$ cat src/verilog/kbd_pkg.sv
`default_nettype none

package kbd_pkg;

    localparam int FRAME_BITS  = 11;      // Start, 8 data, parity, stop
    localparam logic [7:0] BREAK_CODE = 8'hF0;  // Release prefix
    localparam int QUEUE_DEPTH = 8;
    localparam int QUEUE_PTR_W = 3;
    localparam int EVENT_W     = 17;      // {release, code, ascii}

    // Set 2 scan code to upper case ASCII for letters and digits only
    function automatic logic [7:0] scan_to_ascii(input logic [7:0] code);
        logic [7:0] ascii;
        case (code)
            8'h1C: ascii = 8'h41;  // A
            8'h32: ascii = 8'h42;
            8'h21: ascii = 8'h43;
            8'h23: ascii = 8'h44;
            8'h24: ascii = 8'h45;
            8'h2B: ascii = 8'h46;
            8'h34: ascii = 8'h47;
            8'h33: ascii = 8'h48;
            8'h43: ascii = 8'h49;
            8'h3B: ascii = 8'h4A;
            8'h42: ascii = 8'h4B;
            8'h4B: ascii = 8'h4C;
            8'h3A: ascii = 8'h4D;
            8'h31: ascii = 8'h4E;
            8'h44: ascii = 8'h4F;
            8'h4D: ascii = 8'h50;
            8'h15: ascii = 8'h51;
            8'h2D: ascii = 8'h52;
            8'h1B: ascii = 8'h53;
            8'h2C: ascii = 8'h54;
            8'h3C: ascii = 8'h55;
            8'h2A: ascii = 8'h56;
            8'h1D: ascii = 8'h57;
            8'h22: ascii = 8'h58;
            8'h35: ascii = 8'h59;
            8'h1A: ascii = 8'h5A;  // Z
            8'h45: ascii = 8'h30;  // 0
            8'h16: ascii = 8'h31;
            8'h1E: ascii = 8'h32;
            8'h26: ascii = 8'h33;
            8'h25: ascii = 8'h34;
            8'h2E: ascii = 8'h35;
            8'h36: ascii = 8'h36;
            8'h3D: ascii = 8'h37;
            8'h3E: ascii = 8'h38;
            8'h46: ascii = 8'h39;  // 9
            default: ascii = 8'h00;  // Unmapped
        endcase
        return ascii;
    endfunction

endpackage

`default_nettype wire

$ cat src/verilog/ps2_rx.sv
`default_nettype none

module ps2_rx import kbd_pkg::*; (
    input  wire logic       clk,
    input  wire logic       reset,
    input  wire logic       ps2_clk,
    input  wire logic       ps2_data,
    output logic            byte_valid,
    output logic [7:0]      byte_data,
    output logic            frame_error
);

    logic [1:0] clk_sync;      // Two-flop synchronizer for ps2_clk
    logic [1:0] data_sync;     // Same for ps2_data
    logic       clk_prev;      // Delayed copy for edge detect
    logic       fall;          // Synchronized ps2_clk falling edge
    logic       last_bit;

    logic [$clog2(FRAME_BITS)-1:0] bit_cnt;
    logic [FRAME_BITS-2:0]         shreg;   // First ten bits with the start bit at bit 0
    logic [FRAME_BITS-1:0]         frame;   // Complete frame on the last edge
    logic                          frame_ok;

    // Lines idle high, so the synchronizer starts from ones
    always_ff @(posedge clk) begin
        if (reset) begin
            clk_sync  <= 2'b11;
            data_sync <= 2'b11;
            clk_prev  <= 1'b1;
        end else begin
            clk_sync  <= {clk_sync[0], ps2_clk};
            data_sync <= {data_sync[0], ps2_data};
            clk_prev  <= clk_sync[1];
        end
    end

    assign fall     = clk_prev & ~clk_sync[1];
    assign last_bit = (bit_cnt == FRAME_BITS - 1);

    // Stop bit is still on the line when the last edge arrives
    assign frame = {data_sync[1], shreg};

    assign frame_ok = ~frame[0]                   // Start bit low
                    & frame[FRAME_BITS-1]         // Stop bit high
                    & (^frame[FRAME_BITS-2:1]);   // Odd parity over data and parity

    always_ff @(posedge clk) begin
        if (reset) begin
            bit_cnt     <= '0;
            byte_valid  <= 1'b0;
            frame_error <= 1'b0;
        end else begin
            byte_valid <= 1'b0;
            if (fall) begin
                if (last_bit) begin
                    bit_cnt <= '0;
                    if (frame_ok)
                        byte_valid <= 1'b1;
                    else
                        frame_error <= 1'b1;  // Sticky until reset
                end else begin
                    bit_cnt <= bit_cnt + 1'b1;
                end
            end
        end
    end

    always_ff @(posedge clk) begin
        if (fall)
            shreg <= {data_sync[1], shreg[FRAME_BITS-2:1]};
        if (fall && last_bit && frame_ok)
            byte_data <= frame[8:1];  // Data bits only
    end

endmodule

`default_nettype wire

$ cat src/verilog/key_decoder.sv
`default_nettype none

module key_decoder import kbd_pkg::*; (
    input  wire logic               clk,
    input  wire logic               reset,
    input  wire logic               byte_valid,
    input  wire logic [7:0]         byte_data,
    output logic                    ev_valid,
    output logic [EVENT_W-1:0]      ev_data,
    output logic [7:0]              press_count
);

    logic break_pending;   // F0 seen, next code is a release
    logic is_prefix;
    logic take_code;       // Byte that turns into an event
    logic [7:0] ascii;

    assign is_prefix = (byte_data == BREAK_CODE);
    assign take_code = byte_valid & ~is_prefix;
    assign ascii     = scan_to_ascii(byte_data);

    always_ff @(posedge clk) begin
        if (reset) begin
            break_pending <= 1'b0;
        end else if (byte_valid) begin
            // A code after the prefix consumes it
            break_pending <= is_prefix;
        end
    end

    always_ff @(posedge clk) begin
        if (reset)
            ev_valid <= 1'b0;
        else
            ev_valid <= take_code;  // One cycle strobe
    end

    // Releases are not counted
    always_ff @(posedge clk) begin
        if (reset)
            press_count <= 8'd0;
        else if (take_code && !break_pending)
            press_count <= press_count + 8'd1;  // Wraps at 256
    end

    always_ff @(posedge clk) begin
        if (take_code)
            ev_data <= {break_pending, byte_data, ascii};
    end

endmodule

`default_nettype wire

$ cat src/verilog/event_queue.sv
`default_nettype none

module event_queue import kbd_pkg::*; (
    input  wire logic               clk,
    input  wire logic               reset,
    input  wire logic               push,
    input  wire logic [EVENT_W-1:0] push_data,
    input  wire logic               pop,
    output logic                    ready,
    output logic [EVENT_W-1:0]      head,
    output logic                    overflow
);

    logic [EVENT_W-1:0]     mem [QUEUE_DEPTH];
    logic [QUEUE_PTR_W-1:0] wr_ptr;
    logic [QUEUE_PTR_W-1:0] rd_ptr;
    logic [QUEUE_PTR_W:0]   occupancy;   // Entries held from 0 to QUEUE_DEPTH
    logic                   full;
    logic                   do_push;
    logic                   do_pop;

    assign full    = (occupancy == (QUEUE_PTR_W + 1)'(QUEUE_DEPTH));
    assign ready   = (occupancy != '0);
    assign do_pop  = pop & ready;          // Pop on empty is ignored
    assign do_push = push & (~full | do_pop);
    assign head    = mem[rd_ptr];

    always_ff @(posedge clk) begin
        if (reset) begin
            wr_ptr    <= '0;
            rd_ptr    <= '0;
            occupancy <= '0;
            overflow  <= 1'b0;
        end else begin
            if (do_push)
                wr_ptr <= wr_ptr + 1'b1;  // Wraps with depth a power of two
            if (do_pop)
                rd_ptr <= rd_ptr + 1'b1;
            if (do_push && !do_pop)
                occupancy <= occupancy + 1'b1;
            else if (do_pop && !do_push)
                occupancy <= occupancy - 1'b1;
            if (push && !do_push)
                overflow <= 1'b1;  // Dropped event
        end
    end

    always_ff @(posedge clk) begin
        if (do_push)
            mem[wr_ptr] <= push_data;
    end

endmodule

`default_nettype wire

$ cat src/verilog/keyboard_top.sv
`default_nettype none

module keyboard_top import kbd_pkg::*; (
    input  wire logic       clk,
    input  wire logic       reset,
    input  wire logic       ps2_clk,
    input  wire logic       ps2_data,
    input  wire logic       key_read,
    output logic            key_ready,
    output logic [7:0]      key_code,
    output logic [7:0]      key_ascii,
    output logic            key_release,
    output logic [7:0]      press_count,
    output logic            overflow,
    output logic            frame_error
);

    logic               byte_valid;
    logic [7:0]         byte_data;
    logic               ev_valid;
    logic [EVENT_W-1:0] ev_data;
    logic [EVENT_W-1:0] head;

    ps2_rx u_ps2_rx (
        .clk         (clk),
        .reset       (reset),
        .ps2_clk     (ps2_clk),
        .ps2_data    (ps2_data),
        .byte_valid  (byte_valid),
        .byte_data   (byte_data),
        .frame_error (frame_error)
    );

    key_decoder u_key_decoder (
        .clk         (clk),
        .reset       (reset),
        .byte_valid  (byte_valid),
        .byte_data   (byte_data),
        .ev_valid    (ev_valid),
        .ev_data     (ev_data),
        .press_count (press_count)
    );

    event_queue u_event_queue (
        .clk       (clk),
        .reset     (reset),
        .push      (ev_valid),
        .push_data (ev_data),
        .pop       (key_read),
        .ready     (key_ready),
        .head      (head),
        .overflow  (overflow)
    );

    // Head event fields
    assign key_release = head[EVENT_W-1];
    assign key_code    = head[15:8];
    assign key_ascii   = head[7:0];

endmodule

`default_nettype wire

$ cat config.mk
export PLATFORM = sky130hd
export DESIGN_NAME = keyboard_top
export DESIGN_NICKNAME = d
export VERILOG_FILES = /design/src/verilog/kbd_pkg.sv /design/src/verilog/ps2_rx.sv /design/src/verilog/key_decoder.sv /design/src/verilog/event_queue.sv /design/src/verilog/keyboard_top.sv
export SDC_FILE = /design/constraint.sdc
export NUM_CORES = 1
export LEC_CHECK = 0
export BUFFER_PORTS_ARGS = -buffer_cell sky130_fd_sc_hd__buf_2
export CAP_MARGIN = 20
export CORE_MARGIN = 3
export CORE_UTILIZATION = 55
export DETAILED_ROUTE_END_ITERATION = 12
export GPL_TIMING_DRIVEN = 0
export PLACE_DENSITY = 0.72
export REMOVE_ABC_BUFFERS = 1
export SKIP_CTS_REPAIR_TIMING = 1
export SLEW_MARGIN = 15
export SYNTH_ARGS = -nofsm -noshare
export SYNTH_HDL_FRONTEND = slang
export SYNTH_SLANG_ARGS = --single-unit
$ cat constraint.sdc
create_clock -name clk -period 3.1 [get_ports clk]
set_clock_uncertainty 0.15 [all_clocks]
set_input_delay 0.465 -clock clk [delete_from_list [all_inputs] [get_ports clk]]
set_output_delay 0.465 -clock clk [all_outputs]
set_load 0.005 [all_outputs]
==> summary.md <==
| Metric | Value |
|---|---|
| Synthesized area | `slightly above 8000 um^2` |
| CP cell instances | `mux4_2 > mux2_2 > buf_2` |
| CTS buffer count | `17` |
| Tot GR Track Use | `0.195` |
| RD Place Congestion | `slightly below 0.9` |
| Most common cell after layout, fill and taps aside | `edfxtp_1` |
| Post-DP HPWL | `slightly below 10 mm` |
| Buf/Inv on CP | `1` |
| Die area | `16300 um^2` |
| Post-layout instance area | `9030 um^2` |
| Synth Register Bits | `197` |
| Clk buf depth | `2` |
| WP depth | `3` |
| Met1 usage | `0.258` |
| Drt via density | `5.89` |
| Clock-pin transition on the worst setup and hold timing paths | `0.07 ns` |
| Ys Warns | `0` |
| Die W | `between 100 and 150 um` |
| Routed len/inst | `20.2 um` |
| GRT busiest layer | `met2` |
| Crit start category | `flop` |
| Worst min-delay path class | `in -> reg` |
| PortBufs | `31` |
| Total gr overflow | `0` |
| PD cells | `between 500 and 600 nW/um^2` |
| Via Count | `4314` |
| Maximum vdd drop | `between 0.3 and 0.4 mV` |
| Area Overhead vs Synth | `11.2%` |
| Core area | `14100 um^2` |
| Starting DRT DRC Count | `473` |
| Main flop type after synthesis | `edfxtp_1` |
| M3 GR Usage | `0.0397` |
| First-pass GRT wire length | `24.2 mm` |
| Post-DRT Antenna Nets | `0` |
| Die Height | `127 um` |
| Initial antenna violation count | `0` |
| Setup CP Type | `reg -> out` |
| Num ports | `33` |
| Slowest-stage cell, CP | `dfxtp_4` |
| Final Non-Filler Cells | `732` |
| FP Rows | `43` |
| Number of max-cap violations | `0` |
| Post-synth EDFFs | `162` |
| Grt met2 use | `0.328` |
| WHS Path Cells | `2` |
| Top cells by area, synth | `edfxtp_1 60%, mux4_2 9.2%, dfxtp_1 8.6%` |
| Syn Inst Count | `502` |
| Leak | `3.02 nW` |
| R2R depth | `11` |
| Delay-heaviest family, CP | `multiplexers` |
| Starting Density | `0.574` |
| Residual DRC | `0` |
| Final-report hold violation count | `0` |
| Cell count after placement | `701` |
| Pin slew with the least headroom to its limit | `0.916 ns` |
| Root Buffer Master | `clkbuf_16` |
| Most frequent cells in the layout | `162 x edfxtp_1, 33 x mux4_2, 33 x dfxtp_1` |
| Layout cell share with drive strength beyond 1 | `0.245` |
| Ant. Diodes | `0` |
| Placed cell area | `8530 um^2` |
| Share of the synthesized area in the top cell type | `0.599` |
| Hold_ws | `0.0669 ns` |
| Fin Setup TNS | `0 ns` |
| DRT Pass-1 Iters | `6` |
| Largest net degree at the start of global routing | `34` |
| Rel. slew slack | `0.388` |
| Worst-Skew Late Latency | `about 0.43 ns` |
| Worst path required time | `2.48 ns` |
| Biggest area consumer among synthesized cells | `edfxtp_1` |
| Crit-path max cell delay | `0.78 ns` |
| Post-Syn Area per Cell | `between 15 and 20 um^2` |
| Final setup fails | `0` |
| Htree depth | `4` |
| Post-Route WL | `14.8 mm` |
| Final min period | `approximately 2.9 ns` |
| Slew Viols, Final | `0` |
| Yosys cell types | `61` |
| CTS sink count | `197` |
| Status | `completed` |
| Ys async rst share | `0` |
| Post-synthesis sequential area ratio | `0.686` |
| Endpoint type of the worst setup path | `output port` |
| WP data arrival | `2.25 ns` |
| RSZ-0062 raised after global routing | `no` |
| Crit-path max FO | `32` |
| Tcrit/Tclk final | `0.924` |
| Vias in the first global route | `4431` |
| CTS tree | `yes` |
| Max Freq | `~350 MHz` |
| Final nets | `between 500 and 600` |
## report_power, final
group / leakage, nW / internal [mW] / switching (mW)
combinational: 1.03 / 0.315 / 0.181
clock: 0.244 / 1.01 / 0.891
sequential: 1.74 / 2.86 / 0.105
total: 3.02 / 4.19 / 1.18
## path summary, 6_finish.rpt
path	to	slack (ns)	start
worst max-delay path	key_ascii[5]	0.23	flop
worst min-delay path	u_ps2_rx.data_sync[0]	0.07	ps2_data
worst max register to register	u_event_queue.occupancy[3]	0.31	u_event_queue.occupancy[0]
worst min register to register	u_ps2_rx.data_sync[1]	0.27	u_ps2_rx.data_sync[0]
## kinds of logic (layout without fill, tap and decap cells)
family | count (synthesis) | in the layout | share of synthesized area
compound gates | 66 | 66 | 0.0573
other cells | 1 | 1 | 0.000462
xor+xnor | 21 | 21 | 0.0244
flops | 197 | 197 | 0.686
simple gates | 110 | 110 | 0.0655
buf+inv | 38 | 88 | 0.0231
mux | 55 | 55 | 0.121
fa+ha+maj | 14 | 14 | 0.0225
## flip-flops by register name, summed over array words and instances, names as in the netlist, named ones only
name / flops
u_event_queue.mem: 128
u_key_decoder.ev_data: 16
u_ps2_rx.shreg: 10
u_key_decoder.press_count: 8
u_ps2_rx.byte_data: 8
u_event_queue.occupancy: 4
u_ps2_rx.bit_cnt: 4
u_event_queue.rd_ptr: 3
u_event_queue.wr_ptr: 3
u_ps2_rx.clk_sync: 2
u_ps2_rx.data_sync: 2
u_event_queue.overflow: 1
u_key_decoder.break_pending: 1
u_key_decoder.ev_valid: 1
u_ps2_rx.byte_valid: 1
u_ps2_rx.clk_prev: 1
u_ps2_rx.frame_error: 1
## stage by stage
step / utilization / setup WS [ns] / total power [mW]
2_1_floorplan: - / 0.126 / 3.38
3_5_place_dp: 0.603 / 0.301 / 3.53
3_3_place_gp: 0.591 / -0.827 / 3.52
5_1_grt: 0.638 / 0.0660 / 5.60
4_1_cts: 0.638 / 0.171 / 5.42
6_report: 0.638 / 0.234 / 5.36
## final cells by class
class / count / area (um^2)
clock inverters: 10 / 57.6
flip-flops and latches: 197 / 5570
inverters: 15 / 56.3
well taps: 180 / 225
clock buffers: 21 / 440
fillers: 1014 / 5120
repair buffers: 42 / 288
multi-input cells: 267 / 2390
## routing by layer
| layer | vias to the layer above | part of all wire |
|---|---|---|
| met3 | 19 | 0.045 |
| li1 | 2005 | - |
| met5 | - | 0 |
| met1 | 2160 | 0.42 |
| met4 | 0 | 0.013 |
| met2 | 130 | 0.52 |
## cell usage after synthesis, types with 2 or more instances
master	n
mux2_2	16
buf_4	5
nor2b_1	10
a22o_1	2
o211ai_1	3
buf_6	3
nand2b_1	8
ha_1	13
nor3_1	7
a221oi_1	2
nand4_1	2
a311oi_1	2
clkbuf_1	9
xnor2_1	8
o21ai_0	9
a211oi_1	9
nand2_1	21
nor2_1	37
xor2_1	12
mux4_2	33
o2bb2ai_1	2
a21oi_1	15
a31oi_1	2
dfxtp_1	35
nor3b_1	2
nand3_1	8
buf_2	3
or3_1	2
inv_1	14
or2_2	5
mux2i_1	6
buf_1	3
o22ai_1	2
edfxtp_1	162
and3_1	4
Note: power is estimated with default switching activity, not from simulation.
